$ cat src/common/cpu_consts.svh
// Width and size constants for the CPU core

`ifndef CPU_CONSTS_SVH
`define CPU_CONSTS_SVH

// Data word width
`define XLEN 64

// Instruction word width
`define ILEN 32

// Architectural register count
`define NREGS 32

// Bits in a register number
`define RN_W 5

`endif

$ cat src/common/cpu_pkg.sv
// Shared opcode, unit and pipeline record types for the CPU core

`include "cpu_consts.svh"

package cpu_pkg;

    typedef enum logic [3:0] {
        OP_NOP  = 4'd0,
        OP_ADD  = 4'd1,
        OP_SUB  = 4'd2,
        OP_AND  = 4'd3,
        OP_OR   = 4'd4,
        OP_XOR  = 4'd5,
        OP_ADDI = 4'd6,
        OP_LD   = 4'd7,
        OP_ST   = 4'd8,
        OP_BEQ  = 4'd9,
        OP_BNE  = 4'd10,
        OP_JAL  = 4'd11
    } opcode_e;

    typedef enum logic [1:0] {
        UNIT_NONE   = 2'd0,
        UNIT_ALU    = 2'd1,
        UNIT_MEM    = 2'd2,
        UNIT_BRANCH = 2'd3
    } unit_e;

    // Raw instruction word layout
    typedef struct packed {
        logic [3:0]        opcode;
        logic [`RN_W-1:0]  rd;
        logic [`RN_W-1:0]  rs1;
        logic [`RN_W-1:0]  rs2;
        logic signed [12:0] imm;
    } inst_t;

    // All zero decodes to a NOP with no unit
    typedef struct packed {
        opcode_e           opcode;
        unit_e             unit;
        logic [`RN_W-1:0]  rd;
        logic [`RN_W-1:0]  rs1;
        logic [`RN_W-1:0]  rs2;
        logic [`XLEN-1:0]  imm;
        logic [`XLEN-1:0]  next_pc;
    } dec_op_t;

    typedef struct packed {
        logic              valid;
        logic [`RN_W-1:0]  rd;
        logic [`XLEN-1:0]  data;
    } result_t;

endpackage

$ cat src/hdl/decode.sv
// Decode stage splitting a fetched word into a decoded op

`include "cpu_consts.svh"

module decode import cpu_pkg::*; (
    input  logic              clk,
    input  logic              rst_n,
    input  logic              stall,
    input  logic              flush,
    input  logic              fe_valid,
    input  logic [`ILEN-1:0]  fe_word,
    input  logic [`XLEN-1:0]  fe_next_pc,
    output dec_op_t           de_op,
    output logic              de_valid
);
    inst_t   word;
    dec_op_t op_next;

    assign word = inst_t'(fe_word);

    always_comb begin
        op_next.opcode  = OP_NOP;
        op_next.unit    = UNIT_NONE;
        op_next.rd      = word.rd;
        op_next.rs1     = word.rs1;
        op_next.rs2     = word.rs2;
        op_next.imm     = {{(`XLEN-13){word.imm[12]}}, word.imm};
        op_next.next_pc = fe_next_pc;
        // Unused register fields are zeroed so the scoreboard ignores them
        case (word.opcode)
            OP_ADD, OP_SUB, OP_AND, OP_OR, OP_XOR: begin
                op_next.opcode = opcode_e'(word.opcode);
                op_next.unit   = UNIT_ALU;
            end
            OP_ADDI: begin
                op_next.opcode = OP_ADDI;
                op_next.unit   = UNIT_ALU;
                op_next.rs2    = '0;
            end
            OP_LD: begin
                op_next.opcode = OP_LD;
                op_next.unit   = UNIT_MEM;
                op_next.rs2    = '0;
            end
            OP_ST: begin
                op_next.opcode = OP_ST;
                op_next.unit   = UNIT_MEM;
                op_next.rd     = '0;
            end
            OP_BEQ, OP_BNE: begin
                op_next.opcode = opcode_e'(word.opcode);
                op_next.unit   = UNIT_BRANCH;
                op_next.rd     = '0;
            end
            OP_JAL: begin
                op_next.opcode = OP_JAL;
                op_next.unit   = UNIT_BRANCH;
                op_next.rs1    = '0;
                op_next.rs2    = '0;
            end
            default: begin
                op_next.rd  = '0;
                op_next.rs1 = '0;
                op_next.rs2 = '0;
            end
        endcase
    end

    always_ff @(posedge clk or negedge rst_n) begin
        if (!rst_n) begin
            de_valid <= 1'b0;
            de_op    <= '0;
        end else if (flush) begin
            de_valid <= 1'b0;
            de_op    <= '0;
        end else if (!stall) begin
            de_valid <= fe_valid;
            de_op    <= fe_valid ? op_next : '0;
        end
    end

endmodule

$ cat config.mk
export PLATFORM = sky130hd
export DESIGN_NAME = decode
export DESIGN_NICKNAME = d
export VERILOG_FILES = /design/src/common/cpu_pkg.sv /design/src/hdl/decode.sv
export VERILOG_INCLUDE_DIRS = /design/src /design/src/common
export SDC_FILE = /design/constraint.sdc
export NUM_CORES = 1
export LEC_CHECK = 0
export BUFFER_PORTS_ARGS = -buffer_cell sky130_fd_sc_hd__buf_2
export CORE_MARGIN = 3
export CORE_UTILIZATION = 43
export DETAILED_ROUTE_END_ITERATION = 6
export PLACE_DENSITY_LB_ADDON = 0.08
export SLEW_MARGIN = 20
export SYNTH_ARGS = -nofsm -noshare
export SYNTH_HDL_FRONTEND = slang
export SYNTH_SLANG_ARGS = --single-unit
export TNS_END_PERCENT = 10
$ cat constraint.sdc
create_clock -name clk -period 1.7 [get_ports clk]
set_clock_uncertainty 0.05 [all_clocks]
set_input_delay 0.085 -clock clk [delete_from_list [all_inputs] [get_ports clk]]
set_output_delay 0.085 -clock clk [all_outputs]
set_load 0.005 [all_outputs]
Word level (Yosys, flattened, before mapping)
Cells that the tools add are included.
- flip-flop bits (word level): 150
- output and inout bits: 150
- word-level logic and storage cells: 34
- eq/ne operators: 12
- mux-type cells: 9
- reductions and logical operators: 5
- operators with widths (cell ; count):
    $mux W149 ; 3
    $pmux W6 S6 ; 1
    $eq A4 B3 Y1 const B ; 4
    $eq A4 B4 Y1 const B ; 4
    $reduce_or A8 Y1 ; 2
    $mux W5 ; 3
    $reduce_or A10 Y1 ; 1
    $eq A4 B2 Y1 const B ; 2
    $reduce_or A5 Y1 ; 1
    $eq A4 B1 Y1 const B ; 1
    $mux W1 ; 2
    $ne A2 B1 Y1 const B ; 1
    $reduce_or A2 Y1 ; 1

Logic depth before layout (Yosys ltp)
- depth in word-level cells: 6
- mapped depth: 6

Worst setup path before layout
No wires, ideal clock.
- path type: register to register
- start: register de_op[126] (netlist name)
- end: register de_op[126] (netlist name)
- library setup time: 70 ps
- data arrival time: 1368 ps
- required time: 1580 ps
- slack: 211 ps
- cell stages (with the launch flop): 2
- period minus slack after synthesis: 1489 ps
- path through: dfrtp_1 -> a22o_1
- RTL lines (item ; line ; RTL):
    end signal, assigned ; decode.sv:78 ; de_op <= fe_valid ? op_next : '0;
    end, declared ; decode.sv:13 ; output dec_op_t de_op,

Worst setup path in the final report
- start: input port fe_word[28]
- end: register de_op[128] (netlist name)
- longest elaborated chain between the ends: 6
- elaborated cells between the ends (all ways): 13
- those cells by class: 8 x eq/ne; 4 x mux; 1 x reduce/logical
- RTL lines (item ; line ; RTL):
    start, declared ; decode.sv:11 ; input logic [`ILEN-1:0] fe_word,
    $eq A4 B1 Y1 (tied with other cells) ; decode.sv:30 ; case (word.opcode)
    $reduce_or A8 Y1 (no line) * ; -- ;
    $mux W5 * ; decode.sv:30 ;
    $mux W149 * ; decode.sv:78 ;
    $mux W149 * ; decode.sv:76 ; end else if (!stall) begin
    $mux W149 * ; decode.sv:73 ; end else if (flush) begin
Mark *: on every way between the ends. The rest lies on a longest branch, timed or not. The select of a mux whose other input is x is not followed.
A chain may end at the register's enable or synchronous reset.

==> metrics <==
length of the first detailed-routing pass in iterations 4; Core ar. 8850 um2; CTS buffer count 9; fin. max-slew vios 0; Critical Path Sink Type flop; Fmax achieved 645 MHz; port bufs 250; required time of the worst setup path 1900 ps; full die area 10500 um2; # diodes 0; post-place setup slack 323 ps; status complete, no violations; WL met3 1020 um; fraction of layout instances using a drive strength above 1 47.0%; row cnt 34; setup ws final 149 ps; sequential group share of total power 53.6%; Antenna Nets Post-Route 0; antenna violations before repair 0; CTS tree done; post-DP HPWL 7930 um; vias per cell 5.12; Fin Hold WS 75.0 ps; total vias in the final route 3589; Power Internal 3.40 mW; placed cells 589; Syn Area/Cell 13.4 um2; CP max FO 8; # nets final 689; Sink Count 99; register area share after synthesis 62.2%; worst vdd ir 0.387 mV; Avg WL per Cell 17.8 um; Rel. slew slack 67.2%; period utilisation layout 91.2%; largest net degree at the start of global routing 65; top sig layer met4; Fill cells 641; overflow left after global routing 0; drt drc 0; Worst Path Arrival 1750 ps; clock-pin slew on the worst setup and hold paths 100 ps; chip height 102 um; Design Power 4.64 mW; CTS H-tree lvls 3; routed wl met2 6240 um; worst-margin pin slew 488 ps; Boundary Pins 251; Period minus WS final 1550 ps; wire length of the first global-routing pass 18800 um; CTS resizes 0; Psw 1.24 mW; starting density of the core 45.0%; reg-to-reg slack, setup 880 ps; DRT iter0 DRCs 145; YS warnings 0; clk_lat worst skew 360 ps; Post-Synthesis Cells 298; hold crit path type input port to flop; hold_buf cts 96; vias in the first global route 3715; Sum Neg Setup Slack 0 ps; hold violation total from the final report 0; Netlist cell types 26; PwrDens 754 nW/um2; Mapped Area 3980 um2; Post-CTS Setup Inserts 0; maximum buffer depth of the clock tree 2; switching portion of total power 26.7%; non-filler cells in the finished layout 701; Comb power frac 15.4%; CP Launch Type input port; Layout area overhead 54.5%; Total Wirelength 12500 um; GRT Total Usage 23.5%; WS Path Type input port to flop; Leak 3.49 nW; Max Cap Viol 0; Clk network pwr share 31.0%; Syn Nets 399; Synth Register Bits 99; RSZ-0062 raised after global routing no; routability cong. 0.794; root buffer cell clkbuf_8; Die X 102 um; met1 WL 4870 um; endpoints failing setup 0
[routing by layer]
layer | GRT usage, % | vias to the layer above
met3 | 6.01 | 28
li1 | - | 1632
met1 | 28.0 | 1735
met4 | 10.9 | 0
met5 | 0 | -
met2 | 39.9 | 194
[sequential cells by signal, indices dropped and copies added, names as in the netlist]
signal,count
de_valid,1
de_op,98
[final cells by class]
type	instances	area [um2]	area share [%]
clock buffers	9	124	2.01
clock inverters	7	60.1	0.976
inverters	2	7.51	0.122
multi-input cells	122	1030	16.7
flip-flops and latches	99	2480	40.2
well taps	108	135	2.20
repair buffers	354	2320	37.8
[path summary, 6_finish.rpt]
check | depth (start not counted) | end | from
max in group asynchronous | 3 | de_op[13]$_DFFE_PN0P_ | rst_n
worst max-delay path | 5 | de_op[128]$_DFFE_PN0P_ | fe_word[28]
worst min-delay path | 3 | de_op[144]$_DFFE_PN0P_ | stall
worst max register to register | 1 | de_op[7]$_DFFE_PN0P_ | de_op[7]$_DFFE_PN0P_
min in group asynchronous | 2 | de_op[11]$_DFFE_PN0P_ | rst_n
worst min register to register | 1 | de_op[72]$_DFFE_PN0P_ | de_op[72]$_DFFE_PN0P_
[layout by cell type (no fill, tap or decap), types with 2 or more instances in the layout]
| cell type | count |
|---|---|
| inv_8 | 2 |
| buf_4 | 5 |
| a21oi_1 | 2 |
| a32o_1 | 8 |
| dlygate4sd3_1 | 96 |
| inv_6 | 2 |
| nand2_1 | 7 |
| dfrtp_1 | 99 |
| a22o_1 | 87 |
| nor2_1 | 2 |
| clkbuf_8 | 9 |
| buf_12 | 4 |
| buf_2 | 249 |
| clkinvlp_4 | 2 |
| inv_1 | 2 |
[power groups by stage]
| stage | Sequential [mW] | Combinational, mW | Clock (mW) |
|---|---|---|---|
| floorplan | 2.54 | 0.231 | 0 |
| global placement | 2.53 | 0.532 | 0 |
| detailed placement | 2.53 | 0.541 | 0 |
| CTS | 2.48 | 0.712 | 1.49 |
| global route | 2.50 | 0.787 | 1.56 |
| finish | 2.49 | 0.717 | 1.44 |
[critical path, stage by stage]
cell,delay (ps)
dlygate4sd3_1,530
buf_2,170
nor4_1,480
nor2_1,190
a32o_1,290
[cell usage after synthesis]
master	number	area, um2
o22ai_1	1	6.26
nand2b_1	1	6.26
o21a_1	1	7.51
or3_1	1	6.26
o31ai_1	1	7.51
or3b_4	1	11.3
a21oi_1	2	10.0
dfrtp_1	99	2480
clkbuf_1	15	56.3
nor2_1	2	7.51
a31oi_1	1	6.26
o21bai_1	1	7.51
a32o_1	8	80.1
nor4_1	1	6.26
nor3b_1	1	7.51
nand2_1	7	26.3
a211oi_2	1	12.5
o21ai_0	1	5.00
a22o_1	87	762
buf_4	51	383
buf_2	9	45.0
nor2b_1	1	6.26
a221oi_2	1	15.0
a21o_1	1	7.51
nor4bb_1	1	10.0
inv_1	2	7.51
[metrics by stage]
step / instance area (um2) / util, %
after floorplan: 3980 / -
after global placement: 5010 / 56.6
after detailed placement: 5010 / 56.6
after CTS: 6160 / 69.6
after global routing: 6160 / 69.6
final: 6160 / 69.6
[cell families (layout without fill, tap and decap cells)]
kind of cell,Yosys count,in the layout,synth area share [%]
AO/OA/AOI/OAI,106,106,23.3
AND/OR/NAND/NOR,16,16,2.20
buffers and inverters,77,372,12.3
flip-flops,99,99,62.2
Note: power is estimated with default switching activity, not from simulation.
