<file path="src/common/cpu_consts.svh">
// Width and size constants for the CPU core

`ifndef CPU_CONSTS_SVH
`define CPU_CONSTS_SVH

// Data word width
`define XLEN 64

// Instruction word width
`define ILEN 32

// Architectural register count
`define NREGS 32

// Bits in a register number
`define RN_W 5

`endif

</file>
<file path="src/hdl/fetch.sv">
// Fetch stage holding the PC and running the instruction bus master

`include "cpu_consts.svh"

module fetch (
    input  logic              clk,
    input  logic              rst_n,
    input  logic              stall,
    input  logic              redirect,
    input  logic [`XLEN-1:0]  redirect_pc,
    input  logic              imem_ack,
    input  logic [`ILEN-1:0]  imem_data,
    output logic              imem_req,
    output logic [`XLEN-1:0]  imem_addr,
    output logic              fe_valid,
    output logic [`ILEN-1:0]  fe_word,
    output logic [`XLEN-1:0]  fe_next_pc
);
    logic [`XLEN-1:0] pc;
    logic discard;
    logic accept;
    logic start_req;

    // Word is kept only if no redirect touched this request
    assign accept = imem_req && imem_ack && !discard && !redirect;

    // New request once ack is low and the output slot frees up
    assign start_req = !imem_req && !imem_ack && !redirect && (!fe_valid || !stall);

    always_ff @(posedge clk or negedge rst_n) begin
        if (!rst_n) begin
            pc       <= '0;
            imem_req <= 1'b0;
            discard  <= 1'b0;
            fe_valid <= 1'b0;
        end else begin
            if (fe_valid && !stall) begin
                fe_valid <= 1'b0;
            end
            if (imem_req && imem_ack) begin
                imem_req <= 1'b0;
                discard  <= 1'b0;
                if (accept) begin
                    fe_valid <= 1'b1;
                    pc       <= pc + `XLEN'd4;
                end
            end else if (imem_req && redirect) begin
                // Let the handshake finish, then drop its word
                discard <= 1'b1;
            end else if (start_req) begin
                imem_req <= 1'b1;
            end
            if (redirect) begin
                pc       <= redirect_pc;
                fe_valid <= 1'b0;
            end
        end
    end

    always_ff @(posedge clk) begin
        if (start_req) begin
            imem_addr <= pc;
        end
        if (accept) begin
            fe_word    <= imem_data;
            fe_next_pc <= imem_addr + `XLEN'd4;
        end
    end

endmodule

</file>
<file path="config.mk">
export PLATFORM = sky130hd
export DESIGN_NAME = fetch
export DESIGN_NICKNAME = d
export VERILOG_FILES = /design/src/hdl/fetch.sv
export VERILOG_INCLUDE_DIRS = /design/src /design/src/common
export SDC_FILE = /design/constraint.sdc
export NUM_CORES = 1
export LEC_CHECK = 0
export BUFFER_PORTS_ARGS = -buffer_cell sky130_fd_sc_hd__buf_2
export CAP_MARGIN = 20
export CORE_UTILIZATION = 48
export DETAILED_ROUTE_END_ITERATION = 12
export HOLD_SLACK_MARGIN = 0.12
export PLACE_DENSITY = 0.76
export SLEW_MARGIN = 5
export SYNTH_ARGS = -nofsm -noshare
export SYNTH_HDL_FRONTEND = slang
export SYNTH_SLANG_ARGS = --single-unit
</file>
<file path="constraint.sdc">
create_clock -name clk -period 10.5 [get_ports clk]
set_input_delay 3.15 -clock clk [delete_from_list [all_inputs] [get_ports clk]]
set_output_delay 3.15 -clock clk [all_outputs]
set_load 0.05 [all_outputs]
</file>
-- Yosys cells after proc, flatten, opt, wreduce, memory -nomap -nowiden
Index checks and enable logic that the tools add are counted.
W data, S select, Z words.
- flip-flop bits (word level): 227
- bits of input ports: 101
- word-level logic and storage cells: 43
- equal/unequal tests: 1
- add/sub/neg operators: 2
- reductions and logical operators: 21
- muxes and demuxes: 12
- operator list (cell ; number):
    $mux W64 ; 3
    $add A64 B3 Y64 const B ; 2
    $mux W1 ; 9
    $logic_and A1 B1 Y1 ; 8
    $reduce_bool A2 Y1 ; 4
    $logic_not A1 Y1 ; 6
    $reduce_and A2 Y1 ; 2
    $ne A2 B2 Y1 const B ; 1
    $logic_or A1 B1 Y1 ; 1

-- Logic depth before layout (Yosys ltp)
Gate-level depths: netlist of run 1.
- depth after elaboration: 7
- gate-level depth with buffers: 8
- depth with buffers taken out: 6

-- Least setup slack after synthesis of run 1
OpenSTA, ideal clock, no wires.
- path type: input port to flip-flop
- start: input redirect
- end: register imem_addr[0], enable pin
- data arrival time: 13746 ps
- required time: 9672 ps
- slack: -4074 ps
- stages on the path: 4
- path through: clkbuf_1 -> clkbuf_1 -> clkbuf_1 -> a2111oi_0
- word-level cells in the longest chain between the ends: 3
- ends and longest elaborated chain (item ; RTL line ; source):
    start, declared ; fetch.sv:9 ; input logic redirect,
    $logic_not A1 Y1 ; fetch.sv:28 ; assign start_req = !imem_req && !imem_ack && !redirect && (!fe_valid || !stall);
    $logic_and A1 B1 Y1 (2 in series) ; fetch.sv:28 ;
    named net start_req ; fetch.sv:22 ; logic start_req;
    end signal, assigned ; fetch.sv:62 ; imem_addr <= pc;
    end, declared ; fetch.sv:14 ; output logic [`XLEN-1:0] imem_addr,
The timed path passes the listed nets, and every way through them passes these cells.
A chain may end at the register's enable or synchronous reset.

-- Worst setup path in the final report of run 1
- start: input imem_ack
- end: register pc[45]
- word-level cells in the longest chain between the ends: 5
- elaborated cells between the ends (all ways): 6
- those cells by class: reduce/logical (6)
- ends and longest elaborated chain (item ; RTL line ; source):
    start, declared ; fetch.sv:11 ; input logic imem_ack,
    $logic_and A1 B1 Y1 * ; fetch.sv:25, fetch.sv:40 ;
    $logic_and A1 B1 Y1 (2 in series) ; fetch.sv:25 ; assign accept = imem_req && imem_ack && !discard && !redirect;
    $reduce_bool A2 Y1 (no line) ; -- ;
    $reduce_and A2 Y1 (no line) * ; -- ;
    end signal, assigned ; fetch.sv:45 ; pc <= pc + `XLEN'd4;
    end signal, assigned ; fetch.sv:54 ; pc <= redirect_pc;
    end, declared ; fetch.sv:19 ; logic [`XLEN-1:0] pc;
Every way passes the cells marked *; elsewhere a longest branch is shown, timed or not.

==> results of run 1 <==
-- metal layers --
metal  up-vias  global-route usage  routed length [um]
met5         -                   0                  13
met4         2              0.0706                 584
met3        37              0.0417                1750
met2       294               0.361               11600
met1      3549               0.300               10200
li1       3625                   -                   -
-- state kept, by name, summed over array words and instances (netlist names) --
| register | count |
|---|---|
| fe_next_pc | 64 |
| discard | 1 |
| imem_req | 1 |
| fe_word | 32 |
| imem_addr | 64 |
| fe_valid | 1 |
| pc | 64 |
-- logic make-up after synthesis --
logic type	count (synthesis)	synth area share
buffers and inverters	53	0.0207
and+or+nand+nor	361	0.198
muxes	10	0.0103
xor gates and xnor gates	101	0.0870
adders and majority gates	2	0.00246
AOI/OAI and AO/OA	73	0.0436
DFF	227	0.638
-- Yosys cell counts (4+ instances only) --
cell,count,area [sq um]
dfrtp_1,67,1680
nor2_1,31,116
nand4_1,38,238
inv_1,21,78.8
nand2_1,97,364
nand3_1,50,250
o21ai_0,40,200
xnor2_1,63,552
nor4_1,29,181
clkbuf_1,21,78.8
a21oi_1,6,30.0
and2_1,7,43.8
nor2b_1,9,56.3
edfxtp_1,160,4800
or4_1,16,120
mux2_2,4,45.0
nor3_1,35,175
buf_2,6,30.0
and3_1,8,50.1
buf_1,4,15.0
a31oi_1,4,25.0
xor2_1,38,333
mux2i_1,6,60.1
a22oi_1,7,52.6
nor4_2,9,113
and4_1,15,131
-- final cells by class --
type                    count  share of cell area
well taps                 270              0.0269
flip-flops and latches    227               0.515
clock buffers              34              0.0532
repair buffers            267               0.109
diodes                      5            0.000995
multi-input cells         547               0.278
clock inverters            11              0.0101
inverters                  21             0.00627
-- path summary, 6_finish.rpt --
| path | end | slack [ns] | startpoint |
|---|---|---|---|
| worst max-delay path | pc[45] | 5.56 | imem_ack |
| worst min-delay path | imem_addr[0] | 0.45 | pc[0] |
| worst max register to register | pc[56] | 7.73 | pc[13] |
| worst min register to register | imem_addr[0] | 0.45 | pc[0] |
| max in group asynchronous | pc[45] | 7.07 | rst_n |
| min in group asynchronous | pc[0] | 2.83 | rst_n |
-- power by group --
group / leakage (nW) / internal (W) / switching, W / total [W]
Combinational: 2.14 / 0.0000661 / 0.000138 / 0.000204
Sequential: 2.26 / 0.00102 / 0.0000565 / 0.00107
Clock: 0.387 / 0.000518 / 0.000335 / 0.000853
-- metrics by stage --
stage / util / hold WS, ns / total power [W] / instances
2_1_floorplan: - / 0.420 / 0.00122 / 827
3_3_place_gp: 0.573 / 0.433 / 0.00129 / 1331
3_5_place_dp: 0.573 / 0.438 / 0.00129 / 1331
4_1_cts: 0.612 / 0.451 / 0.00214 / 1376
5_1_grt: 0.613 / 0.464 / 0.00221 / 1380
6_report: 0.614 / 0.448 / 0.00213 / 1382
-- critical path, cell delays in order --
cell and delay [ns]:
buf_2 0.15, nand3b_2 0.27, or4_1 0.89, nor4_1 0.47, nor3b_1 0.09, a221o_1 0.30
==> metrics.csv, run 1 <==
stage,metric,value,unit
clock_tree,cts_setup_buffers,0,
synthesis,yosysSeqAreaShare,0.638,
clock_tree,cts.htree.levels,1,
layout,n_fill_cell,1680,
outcome,status,completed,
layout,regArea,6480,sq um
detailed_routing,drtIter0Drc,431,
global_route,grt_first_pass_wirelength,37.7,mm
placed_design,placed_cell_area,11700,sq um
setup_path,cp.required,10.88,ns
detailed_routing,dr.pass1.iters,5,
detailed_routing,vias,7507,
timing,post-route-period-util,0.471,
clock_tree,cts_hold_buffers,0,
timing,fin_crit,4.94,ns
timing,setup-tns-final,0,ns
synthesis,syn_nets,930,
layout,final_common_cell,buf_2,
clock_tree,cts_buffers,25,
detailed_routing,final_antenna_net_count,0,
layout,multi_input_area,3500,sq um
synthesis,avgSynthCellArea,12.3,sq um
layout,stdcell_area,12600,sq um
timing,worst_slack,5.56,ns
timing,hold_viol_final,0,
timing,rsz0062_at_grt,false,
clock_tree,cts_sinks,227,
placed_design,dp_slack,5.06,ns
timing,drv_slew,0,
clock_tree,root_buffer,clkbuf_16,
global_route,grt_usage,0.221,
clock_tree,cts_max_path_buffers,3,
clock_tree,cts_resized,0,
layout,nNetsFinal,1192,
clock_tree,clock_latency,0.51,ns
placed_design,port_buffers,262,
synthesis,synth_warnings,0,
layout,final_cell_mix,"buf_2, edfxtp_1, nand2_1",
detailed_routing,drt-total-wl,24.1,mm
setup_path,crit_path_start_kind,primary input,
power,power_density,169,nW/um^2
timing,skew,0.0157,ns
floorplanning,die_x,148,um
synthesis,synth.distinct_cells,51,
detailed_routing,routed_via_density,5.43,
global_route,grt_max_degree,97,
timing,max_freq,202,MHz
layout,syn_to_final_growth,23.7,%
synthesis,synth_area,10200,sq um
setup_path,critical_path_class,primary input to register,
flow_run,cap_violations,0,
min_path,hold_depth,0,
power,p_leak,4.78,nW
clock_tree,tritoncts,yes,
setup_path,arrival,5.32,ns
setup_path,endpoint_kind,register,
min_path,hold_class,register to register,
timing,tightest_slew,1.03,ns
detailed_routing,wire_per_inst,17.4,um
global_route,grt_pass1_vias,7022,
detailed_routing,drc,0,
floorplanning,core,20500,sq um
floorplanning,die_area,21800,sq um
timing,finalSetupViolations,0,
layout,drive_gt1_frac,0.292,
placed_design,dp_hpwl,17.3,mm
clock_tree,clk_pin_slew,0.06,ns
floorplanning,die_h,148,um
synthesis,synth-edff-count,160,
placed_design,gp_congestion,0.858,
timing,slew_headroom,0.307,
floorplanning,io_pins,263,
synthesis,ys_ff_latch,227,
synthesis,synth_cells,827,
synthesis,async_flop_share,0.295,
setup_path,crit_fanout,12,
power,peakVddDrop,0.107,mV
setup_path,rr_worst_depth,5,
floorplanning,rows,52,
global_route,overflow,0,
floorplanning,initial_utilization,0.496,
synthesis,synth_top_flop_cell,edfxtp_1,
global_route,antenna_found_initial,4,
(Power assumes the default switching activity.)
==> run 2: changes to the inputs <==
--- a/config.mk
+++ b/config.mk
@@ -8,7 +8,7 @@
 export LEC_CHECK = 0
 export BUFFER_PORTS_ARGS = -buffer_cell sky130_fd_sc_hd__buf_2
 export CAP_MARGIN = 20
-export CORE_UTILIZATION = 48
+export CORE_UTILIZATION = 50
 export DETAILED_ROUTE_END_ITERATION = 12
 export HOLD_SLACK_MARGIN = 0.12
 export PLACE_DENSITY = 0.76
==> constraint.sdc (replaced) <==
create_clock -name clk -period 5 [get_ports clk]
set_input_delay 1.5 -clock clk [delete_from_list [all_inputs] [get_ports clk]]
set_output_delay 1.5 -clock clk [all_outputs]
set_load 0.05 [all_outputs]
==> metrics.csv, run 2 (synthesis gave the netlist of run 1 again) <==
stage,metric,value,unit
clock_tree,clock_latency,0.52,ns
global_route,antenna_found_initial,2,
clock_tree,cts_max_path_buffers,3,
placed_design,dp_cells,1327,
layout,final_cell_mix,"buf_2, edfxtp_1, nand2_1",
global_route,grt_max_degree,88,
timing,post-route-period-util,0.651,
setup_path,endpoint_kind,register,
placed_design,port_buffers,262,
setup_path,rr_endpoint,pc[56],
layout,drive_gt1_frac,0.292,
timing,fin_crit,3.25,ns
setup_path,r2r_start,pc[13],
timing,tightest_slew,0.881,ns
detailed_routing,dr.pass1.iters,5,
timing,setup-tns-final,0,ns
setup_path,crit_fanout,12,
clock_tree,cts_buffers,24,
timing,slew_headroom,0.408,
detailed_routing,drc,0,
setup_path,critical_path_class,primary input to register,
detailed_routing,vias,7520,
power,peakVddDrop,0.295,mV
setup_path,worstSetupEndpoint,pc[45],
timing,skew,0.0157,ns
clock_tree,cts.htree.levels,1,
setup_path,rrSetupSlack,2.21,ns
detailed_routing,drtIter0Drc,580,
timing,finalSetupViolations,0,
outcome,status,completed,
clock_tree,tritoncts,yes,
global_route,grt_pass1_vias,7025,
layout,final_common_cell,buf_2,
setup_path,rr_worst_depth,5,
clock_tree,cts_setup_buffers,0,
setup_path,crit_path_start_kind,primary input,
min_path,hold_class,register to register,
global_route,grt_usage,0.235,
layout,syn_to_final_growth,23.5,%
timing,hold_viol_final,0,
clock_tree,root_buffer,clkbuf_16,
placed_design,dp_hpwl,17.5,mm
timing,max_freq,307,MHz
floorplanning,die_area,20900,sq um
clock_tree,cts_hold_buffers,0,
clock_tree,clk_pin_slew,0.06,ns
placed_design,gp_congestion,0.827,
layout,reg_top3,"fe_next_pc (64), imem_addr (64), pc (64)",
clock_tree,cts_sinks,227,
global_route,grt_first_pass_wirelength,37.5,mm
detailed_routing,drt-total-wl,24.5,mm
layout,nNetsFinal,1191,
setup_path,cp.required,5.41,ns
timing,rsz0062_at_grt,false,
floorplanning,rows,51,
layout,final_cells,1373,
clock_tree,cts_resized,0,
timing,drv_slew,0,
floorplanning,io_pins,263,
floorplanning,die_h,145,um
detailed_routing,wire_per_inst,17.8,um
floorplanning,initial_utilization,0.515,
global_route,overflow,0,
setup_path,startpoint,imem_ack,
flow_run,cap_violations,0,
power,p_leak,4.78,nW
detailed_routing,final_antenna_net_count,0,
power,power_density,359,nW/um^2
floorplanning,die_x,145,um
setup_path,arrival,3.66,ns
detailed_routing,routed_via_density,5.48,
floorplanning,core,19700,sq um
-- run 2: worst min-delay path by stage --
stage                      start             to  cells past startpoint
floorplan                 pc[12]  imem_addr[12]                      0
global placement    imem_addr[0]  fe_next_pc[0]                      0
detailed placement  imem_addr[1]  fe_next_pc[1]                      0
CTS                 imem_addr[1]  fe_next_pc[1]                      0
global route               pc[1]   imem_addr[1]                      0
finish              imem_addr[1]  fe_next_pc[1]                      0
-- run 2: worst max-delay path, stage by stage --
cell and delay (ns):
buf_2 0.15, nand3b_2 0.27, or4_1 0.91, nor4_1 0.46
nor3b_1 0.09, a221o_1 0.26
-- run 2: area by class of cell --
type / instances / area (sq um)
well taps: 265 / 332
clock buffers: 35 / 652
repair buffers: 267 / 1350
fillers: 1574 / 7170
clock inverters: 9 / 154
multi-input cells: 547 / 3500
diodes: 2 / 5.00
inverters: 21 / 78.8
flip-flops and latches: 227 / 6480
-- run 2: power by group --
group | internal [W] | switching [W] | leakage (nW)
logic | 0.000138 | 0.000293 | 2.13
clock network | 0.00111 | 0.000708 | 0.389
registers | 0.00213 | 0.000122 | 2.26
-- run 2: routing by layer --
layer	global-route usage	wire [um]	up-vias
li1	-	-	3609
met1	0.307	10000	3555
met2	0.393	11900	304
met3	0.0513	1990	50
met4	0.0715	573	2
met5	0	16	-
-- run 2: through the flow --
step,setup slack (ns),utilization,power (W),hold WS (ns),area [sq um]
after CTS,1.80,0.636,0.00454,0.451,12500
after global placement,1.31,0.595,0.00270,0.429,11700
after detailed placement,1.25,0.595,0.00272,0.434,11700
final,1.75,0.637,0.00450,0.447,12600
after floorplan,0.195,-,0.00256,0.420,10200
after global routing,1.59,0.636,0.00466,0.466,12500
