### src/common/cpu_consts.svh
// Width and size constants for the CPU core

`ifndef CPU_CONSTS_SVH
`define CPU_CONSTS_SVH

// Data word width
`define XLEN 64

// Instruction word width
`define ILEN 32

// Architectural register count
`define NREGS 32

// Bits in a register number
`define RN_W 5

`endif

### src/common/cpu_pkg.sv
// Shared opcode, unit and pipeline record types for the CPU core

`include "cpu_consts.svh"

package cpu_pkg;

    typedef enum logic [3:0] {
        OP_NOP  = 4'd0,
        OP_ADD  = 4'd1,
        OP_SUB  = 4'd2,
        OP_AND  = 4'd3,
        OP_OR   = 4'd4,
        OP_XOR  = 4'd5,
        OP_ADDI = 4'd6,
        OP_LD   = 4'd7,
        OP_ST   = 4'd8,
        OP_BEQ  = 4'd9,
        OP_BNE  = 4'd10,
        OP_JAL  = 4'd11
    } opcode_e;

    typedef enum logic [1:0] {
        UNIT_NONE   = 2'd0,
        UNIT_ALU    = 2'd1,
        UNIT_MEM    = 2'd2,
        UNIT_BRANCH = 2'd3
    } unit_e;

    // Raw instruction word layout
    typedef struct packed {
        logic [3:0]        opcode;
        logic [`RN_W-1:0]  rd;
        logic [`RN_W-1:0]  rs1;
        logic [`RN_W-1:0]  rs2;
        logic signed [12:0] imm;
    } inst_t;

    // All zero decodes to a NOP with no unit
    typedef struct packed {
        opcode_e           opcode;
        unit_e             unit;
        logic [`RN_W-1:0]  rd;
        logic [`RN_W-1:0]  rs1;
        logic [`RN_W-1:0]  rs2;
        logic [`XLEN-1:0]  imm;
        logic [`XLEN-1:0]  next_pc;
    } dec_op_t;

    typedef struct packed {
        logic              valid;
        logic [`RN_W-1:0]  rd;
        logic [`XLEN-1:0]  data;
    } result_t;

endpackage

### src/execute/ex_alu.sv
// Single-cycle ALU holding its result until commit takes it

`include "cpu_consts.svh"

module ex_alu import cpu_pkg::*; (
    input  logic              clk,
    input  logic              rst_n,
    input  logic              en,
    input  dec_op_t           op,
    input  logic [`XLEN-1:0]  rs1_data,
    input  logic [`XLEN-1:0]  rs2_data,
    input  logic              taken,
    output result_t           res,
    output logic              busy
);
    logic [`XLEN-1:0] alu_out;
    logic             res_valid;
    logic [`RN_W-1:0] res_rd;
    logic [`XLEN-1:0] res_data;

    always_comb begin
        case (op.opcode)
            OP_ADD:  alu_out = rs1_data + rs2_data;
            OP_SUB:  alu_out = rs1_data - rs2_data;
            OP_AND:  alu_out = rs1_data & rs2_data;
            OP_OR:   alu_out = rs1_data | rs2_data;
            OP_XOR:  alu_out = rs1_data ^ rs2_data;
            OP_ADDI: alu_out = rs1_data + op.imm;
            default: alu_out = '0;
        endcase
    end

    always_ff @(posedge clk or negedge rst_n) begin
        if (!rst_n) begin
            res_valid <= 1'b0;
        end else if (en) begin
            res_valid <= 1'b1;
        end else if (taken) begin
            res_valid <= 1'b0;
        end
    end

    always_ff @(posedge clk) begin
        if (en) begin
            res_rd   <= op.rd;
            res_data <= alu_out;
        end
    end

    assign res  = '{valid: res_valid, rd: res_rd, data: res_data};
    assign busy = res_valid;

endmodule

### config.mk
export PLATFORM = sky130hd
export DESIGN_NAME = ex_alu
export DESIGN_NICKNAME = d
export VERILOG_FILES = /design/src/common/cpu_pkg.sv /design/src/execute/ex_alu.sv
export VERILOG_INCLUDE_DIRS = /design/src /design/src/common
export SDC_FILE = /design/constraint.sdc
export NUM_CORES = 1
export LEC_CHECK = 0
export BUFFER_PORTS_ARGS = -buffer_cell sky130_fd_sc_hd__buf_2
export CAP_MARGIN = 20
export CORE_MARGIN = 5
export CORE_UTILIZATION = 35
export DETAILED_ROUTE_END_ITERATION = 16
export GPL_TIMING_DRIVEN = 0
export REMOVE_ABC_BUFFERS = 1
export SYNTH_ARGS = -nofsm -noshare
export SYNTH_HDL_FRONTEND = slang
export SYNTH_SLANG_ARGS = --single-unit
export TNS_END_PERCENT = 100
### constraint.sdc
create_clock -name clk -period 1.4 [get_ports clk]
set_input_delay 0.21 -clock clk [delete_from_list [all_inputs] [get_ports clk]]
set_output_delay 0.21 -clock clk [all_outputs]
set_load 0.005 [all_outputs]
# Word-level counts from Yosys, hierarchy flattened
# Index checks and enable logic that the tools add are counted.
# totals
mem_bits_rw	0
inputBits	281
wordCells	19
regBits	70
output_inout_bits	71
n_memories	0
mem_bits_ro	0
latch_bits	0
# classes
n_lt_le_gt_ge	0
n_eq_ne	6
n_mux	3
addsub	3
shifts	0
bitwise_logic	3
n_reduce_logical	1
div_mod_pow	0
multipliers	0
# op_table
op	n
$pmux W64 S6	1
$add A64 B64 Y64	2
$and A64 B64 Y64	1
$or A64 B64 Y64	1
$sub A64 B64 Y64	1
$xor A64 B64 Y64	1
$eq A4 B3 Y1 const B	3
$eq A4 B2 Y1 const B	2
$eq A4 B1 Y1 const B	1
$mux W1	2
$reduce_bool A2 Y1	1

# Logic depth before layout (Yosys ltp)
# Gate-level depths: netlist of the first run.
# logic_depth
depth_word	2
ltp_mapped	26
depth_no_buf	24

# Least setup slack after synthesis of the first run
# OpenSTA, ideal clock, no wires.
# synth_timing
path_type	input to register
startpoint	in rs2_data[16]
endpoint	reg res_data[60], data pin
path_buffers	0
setup_ns	0.276
path_stages	20
slack_ns	-4.025
required_ns	1.124
arrival_ns	5.149
cell_sequence	or4_1 -> or4_4 -> or4_4 -> nor4_4 -> nand3_2 -> or4_4 -> nor4_4 -> a311oi_1 -> a21oi_1 -> o22ai_1 -> ha_1 -> a21o_1 -> a21o_1 -> a21o_1 -> a21oi_1 -> o21bai_1 -> a31o_2 -> a41oi_1 -> xor2_1 -> o221ai_1
# synth_between
elab_chain_cells	2
word_cells_on_any_way	3
classes_between	2 x add/sub; 1 x mux
# synth_rtl
element	line_no	rtl
start, declared	ex_alu.sv:11	input logic [`XLEN-1:0] rs2_data,
$sub A64 B64 Y64 / $add A64 B64 Y64 (equally long branches)	ex_alu.sv:24, ex_alu.sv:23	
$pmux W64 S6 *	ex_alu.sv:22	case (op.opcode)
named net alu_out[60]	ex_alu.sv:16	logic [`XLEN-1:0] alu_out;
end signal, assigned	ex_alu.sv:46	res_data <= alu_out;
end, declared	ex_alu.sv:19	logic [`XLEN-1:0] res_data;
# The timed path passes the listed nets; every way through them passes the cells marked *.
# A chain may end at the register's enable or synchronous reset.

# Worst setup path in the final report of the first run
# layout_timing
startpoint	in rs2_data[13]
endpoint	reg res_data[60], data pin
# Same word-level chain as after synthesis.

==> impl_metrics.tcl, run 1 <==
set metrics [dict create \
    status "complete, but fails checks" \
    violations "negative setup slack" \
    ys.flop_type "edfxtp_1" \
    p_leak_uw 0.007536 \
    drt-total-wl_um 51310 \
    cts_tree "done" \
    via_per_inst 6.022 \
    critPathLaunchType "primary input" \
    firstDrtPassIters 6 \
    grt_start_max_net_pins 50 \
    relSlewSlack_pct 38.69 \
    port_buffers 275 \
    vias 13570 \
    cts_made_buffers 9 \
    maxCapViolCount 0 \
    required_ns 1.50 \
    synthToLayoutAreaGrowth_pct 52.85 \
    hold_class "in2reg" \
    crit_fanout 4 \
    clk_pin_slew_ns 0.07 \
    grt-ovfl-total 0 \
    rsz0062_at_grt "yes" \
    place_congestion 0.8953 \
    max-vdd-ir-drop_mv 0.6282 \
    grt_usage_pct 26.34 \
    drive_gt1_share_pct 42.97 \
    rows 65 \
    yosysUniqueCellTypes 66 \
    path_class "in2reg" \
    synth-edff-count 69 \
    finalCriticalPeriod_ns 5.707 \
    fmax_ghz 0.1752 \
    routedWlPerCell_um 22.77 \
    placedCellCount 2046 \
    design_power_total_uw 11690 \
    cts_sinks 70 \
    fin_crit_sh_pct 407.7 \
    drc 0 \
    cts_buffer_depth 2 \
    tightest_slew_ns 0.9197 \
    finClkSkew_ns 0 \
    pin_count 352 \
    syn_area_um2 11230 \
    ys_seq_area_share_pct 18.67 \
    core_um2 31640 \
    insertion_delay_ns 0.36 \
    met1_usage_pct 33.14 \
    cts_root_buf "clkbuf_16" \
    yosys_register_bits 70 \
    antenna_found_initial 13 \
    ant_nets 0 \
    syn_area_per_cell_um2 7.882 \
    grt_pass1_wl_um 74840 \
    first_iter_violations 1037 \
    start_util_pct 35.50 \
    dieArea_um2 35770 \
    hold_viol_final 0 \
    power_density_nw_per_um2 680.8 \
    die_width_um 189.1 \
    end_kind "flop" \
    setup_viol 63 \
    finalNonFillerCells 2254 \
    async_reset_ff_share_pct 1.429 \
    fp.dieH_um 189.1 \
    synth_cells 1425 \
    fin_nets 2328 \
    finalWorstSetupSlack_ns -4.307 \
    grt_pass1_vias 13480 \
    met3_usage_pct 7.264 \
    slew_violations 0 \
    grtUsageMet2_pct 43.94 \
    ys_warn_count 0 \
    cts.htree.levels 3 \
    grt-busiest-layer "met2" \
    arrival_ns 5.81 \
    place_hpwl_um 32790 \
]
[final cells by class]
cell class	count	area (um^2)
fill	2859	14470
multi-input combinational	1146	10340
timing repair buffer	468	3336
sequential	70	2097
inverter	143	551.8
tap	402	503.0
clock buffer	10	229.0
clock inverter	6	86.33
antenna	9	22.52
[critical path, cell delays in order]
cell and delay, ns:
buf_8 0.10, or4_4 0.54, or4_4 0.45, or4_4 0.56, nor4_4 0.27, buf_4 0.18, nand3_4 0.12, or4_4 0.57
nor4_4 0.38, buf_4 0.20, a311oi_1 0.11, a21oi_1 0.18, o22ai_2 0.11, ha_4 0.28, a21o_1 0.17, a21o_1 0.18
a21o_1 0.18, a21oi_2 0.15, o21bai_1 0.08, a31o_2 0.23, a41oi_4 0.24, xor2_2 0.21, o221ai_2 0.11
[flip-flops by register name, summed over array words and instances (netlist names)]
signal,flops
res_data,64
res_rd,5
busy,1
[synthesized netlist by cell type, drive strengths merged, types with 10 or more instances]
cell type	count	area share (%)
inv	143	4.8
a22oi	55	3.7
a21oi	135	6.0
o21bai	10	0.67
o21ai	122	5.4
xor2	26	2.0
o22ai	16	0.89
or3	10	0.56
ha	208	23
o221ai	56	4.4
a32oi	10	0.78
nand3	38	1.7
a221oi	11	0.91
nand4	21	1.2
nor2	78	2.6
nor3	58	2.7
nor4	15	1.1
clkbuf	67	2.2
a21o	29	1.9
edfxtp	69	18
xnor2	35	2.7
nand2	81	2.7
nand2b	13	0.72
[stage by stage]
stage                     worst slack [ns]  area [um^2]  hold WS [ns]  TNS, ns  util (%)
after floorplan                     -4.880        10960      -0.08559  -275.44         -
after detailed placement            -5.389        13120      -0.01125  -259.52     41.47
after CTS                           -4.187        15630       0.01399  -180.09     49.41
final                               -4.307        17170       0.02534  -185.12     54.27
after global placement              -10.53        12840      -0.01514  -694.98     40.57
after global routing                -4.446        17160       0.01376  -192.65     54.23
[report_power, final]
part / internal [uW] / switching, uW
Sequential: 2580 / 59.8
Clock: 1560 / 1130
Combinational: 2900 / 3460
Total: 7040 / 4650
[layer usage]
layer  wire, um  part of all wire [%]
met5         25                 0.049
met4       1727                   3.4
met3       5034                   9.8
met2      23790                    46
met1      20740                    40
[what timing repair did]
action	in CTS	in global routing
buffers inserted	119	67
endpoints found under the hold margin	1	0
pin swaps	131	137
gates cloned	7	1
endpoints found under the setup margin	64	64
hold buffers	1	0
resized for setup	292	209
[cell families after synthesis]
family | synth area share, %
compound gates | 30.22
xor+xnor | 4.757
fa+ha+maj | 23.35
buf+inv | 7.230
flops | 18.67
simple gates | 15.77
[path summary, 6_finish.rpt]
path | start | end | slack, ns | cells past startpoint
setup / recovery | rs2_data[13] | res_data[60] | -4.31 | 23
max in group asynchronous | rst_n | busy | 1.16 | 2
min in group asynchronous | rst_n | busy | 0.15 | 2
hold / removal | op[140] | res_rd[2] | 0.03 | 1
hold reg to reg | busy | busy | 0.51 | 1
setup reg to reg | busy | busy | 0.73 | 1
[cells in the final DEF (no fill, tap or decap), drive strengths merged, types with 7 or more instances in the layout]
| cell | netlist | routed |
|---|---|---|
| diode | 0 | 9 |
| xnor2 | 35 | 35 |
| nor2 | 78 | 78 |
| a211oi | 9 | 9 |
| o31ai | 8 | 8 |
| a22oi | 55 | 55 |
| a21oi | 135 | 135 |
| edfxtp | 69 | 69 |
| a32oi | 10 | 10 |
| o22ai | 16 | 16 |
| buf | 5 | 465 |
| and3 | 7 | 7 |
| inv | 143 | 142 |
| nand4 | 21 | 21 |
| a21o | 29 | 29 |
| nand2b | 13 | 15 |
| o221ai | 56 | 56 |
| nor3 | 58 | 58 |
| or3 | 10 | 12 |
| o21bai | 10 | 10 |
| a221oi | 11 | 11 |
| a31oi | 9 | 9 |
| nand3 | 38 | 38 |
| nand2 | 81 | 81 |
| nor4 | 15 | 15 |
| ha | 208 | 208 |
| o211ai | 7 | 7 |
| o21ai | 122 | 122 |
| clkbuf | 67 | 11 |
| xor2 | 26 | 26 |
(Power assumes the default switching activity.)
==> inputs of run 2 (changes only) <==
==> constraint.sdc (replaced) <==
create_clock -name clk -period 1.4 [get_ports clk]
set_input_delay 0.14 -clock clk [delete_from_list [all_inputs] [get_ports clk]]
set_output_delay 0.14 -clock clk [all_outputs]
set_load 0.005 [all_outputs]
==> run 2 against run 1 <==
  * The flow still finishes with violations (negative setup slack)
  * Flip-flop and latch count unchanged
  * Largest cell class unchanged
  * Clock skew unchanged
  * Total power down 0.68%
  * Largest power group unchanged
==> impl_metrics.tcl, run 2 (synthesis results as in run 1) <==
set metrics [dict create \
    vias 13640 \
    grt_pass1_wl_um 74120 \
    max-vdd-ir-drop_mv 0.6241 \
    tightest_slew_ns 0.9504 \
    dieArea_um2 35770 \
    pin_count 352 \
    rsz0062_at_grt "yes" \
    cts_buffer_depth 2 \
    rr_worst_depth 1 \
    setup.worst_path.end "res_data[58]" \
    critPathLaunchType "primary input" \
    cp_cell_sequence "buf_8, or4_4, or4_4, or4_4, nor4_4, buf_4, nand3_4, or4_4, nor4_4, buf_4, a21oi_2, o22ai_2, ha_4, a21oi_2, o21ai_2, a21o_1, a221o_1, a21oi_2, nand3b_1, a41oi_2, nor2_1, xnor2_1, o221ai_1" \
    fin_area_um2 17110 \
    finClkSkew_ns 0 \
    violations "negative setup slack" \
    place_congestion 0.8953 \
    die_width_um 189.1 \
    fillers 2843 \
    grt_pass1_vias 13510 \
    hold_viol_final 0 \
    finalWorstSetupSlack_ns -4.263 \
    fin_crit_sh_pct 404.5 \
    final_common_cell "buf_2" \
    setup_viol 63 \
    required_ns 1.49 \
    reg2reg_slack_ns 0.73 \
    cts_root_buf "clkbuf_16" \
    slew_violations 0 \
    arrival_ns 5.76 \
    regArea_um2 2097 \
    hold_class "in2reg" \
    largest_register_ffs 64 \
    placed_cell_area_um2 13120 \
    max_stage_delay_ns 0.57 \
    setup_tns_ns -179.77 \
    hold_slack_ns 0.04496 \
    first_iter_violations 1046 \
    finalCriticalPeriod_ns 5.663 \
    cp.buffers_inverters 3 \
    multi_input_area_um2 10320 \
    firstDrtPassIters 8 \
    fin_nets 2327 \
    p_leak_uw 0.007517 \
    place_hpwl_um 32790 \
    maxCapViolCount 0 \
    status "complete, but fails checks" \
    drc 0 \
    clk_pin_slew_ns 0.07 \
    r2r_end "busy" \
    ant_nets 0 \
    rows 65 \
    path_class "in2reg" \
    insertion_delay_ns 0.36 \
    drive_gt1_share_pct 42.29 \
    startpoint "rs2_data[13]" \
    crit_fanout 4 \
    cts_made_buffers 9 \
    antenna_found_initial 11 \
    crit_family "simple AND/OR/NAND/NOR gates" \
    grt_start_max_net_pins 65 \
    synthToLayoutAreaGrowth_pct 52.34 \
    start_util_pct 35.50 \
    path_common_cell "or4_4" \
    routedWlPerCell_um 22.60 \
    core_um2 31640 \
    r2r_start "busy" \
    cts.htree.levels 3 \
    cts_tree "done" \
    port_buffers 275 \
    slowest_stage "or4_4" \
    worst-path-stages 23 \
    grt_usage_pct 25.98 \
    fp.dieH_um 189.1 \
    fmax_ghz 0.1766 \
    via_per_inst 6.056 \
    drt-total-wl_um 50880 \
    grt-ovfl-total 0 \
    power_density_nw_per_um2 678.4 \
    layout_common_cells "265 x buf_2, 179 x ha_1, 138 x inv_1" \
    cts_sinks 70 \
    end_kind "flop" \
    regMostFlops "res_data" \
    relSlewSlack_pct 36.64 \
]
## run 2: where the power goes
group          switching (uW)  internal (uW)
registers                59.5           2580
clock network            1130           1560
logic                    3430           2850
total                    4620           6990
## run 2: layout make-up
cell class	count	share of cell area (%)
multi-input combinational	1146	60.31
timing repair buffer	467	19.31
sequential	70	12.26
inverter	143	3.225
tap	402	2.939
clock buffer	10	1.338
clock inverter	6	0.5045
antenna	8	0.1170
## run 2: worst min-delay path by stage
stage	from	depth (start not counted)	endpoint
floorplan	rst_n	0	busy
global placement	rst_n	1	busy
detailed placement	rst_n	1	busy
CTS	taken	3	busy
global route	taken	3	busy
finish	taken	3	busy
## run 2: tightest hold or removal path: cells and delay by family
family	cells	cell delay, ns
buffers and inverters	2	0.13
AO/OA/AOI/OAI	1	0.10
## run 2: through the flow
| step | worst slack, ns | util (%) | power [uW] | instances |
|---|---|---|---|---|
| floorplan | -4.810 | - | 5167 | 1353 |
| global placement | -10.46 | 40.57 | 6676 | 2030 |
| CTS | -4.128 | 49.50 | 10610 | 2193 |
| detailed placement | -5.319 | 41.47 | 6777 | 2046 |
| finish | -4.263 | 54.09 | 11610 | 2252 |
| global route | -4.382 | 54.06 | 12180 | 2248 |
## run 2: timing repair
| item | in CTS | in global routing |
|---|---|---|
| hold buffers | 6 | 0 |
| endpoints found under the hold margin | 6 | 0 |
| gates resized for setup | 289 | 202 |
| cloned | 6 | 1 |
| endpoints found under the setup margin | 64 | 64 |
| setup buffers | 119 | 57 |
| pin swaps | 129 | 127 |
## run 2: layer usage
| metal | up-vias | track usage, % | share of wire, % |
|---|---|---|---|
| li1 | 6219 | - | - |
| met1 | 6555 | 32.79 | 40 |
| met2 | 737 | 43.41 | 47 |
| met3 | 121 | 6.711 | 10 |
| met4 | 6 | 8.408 | 3.3 |
| met5 | - | 0 | 0.090 |
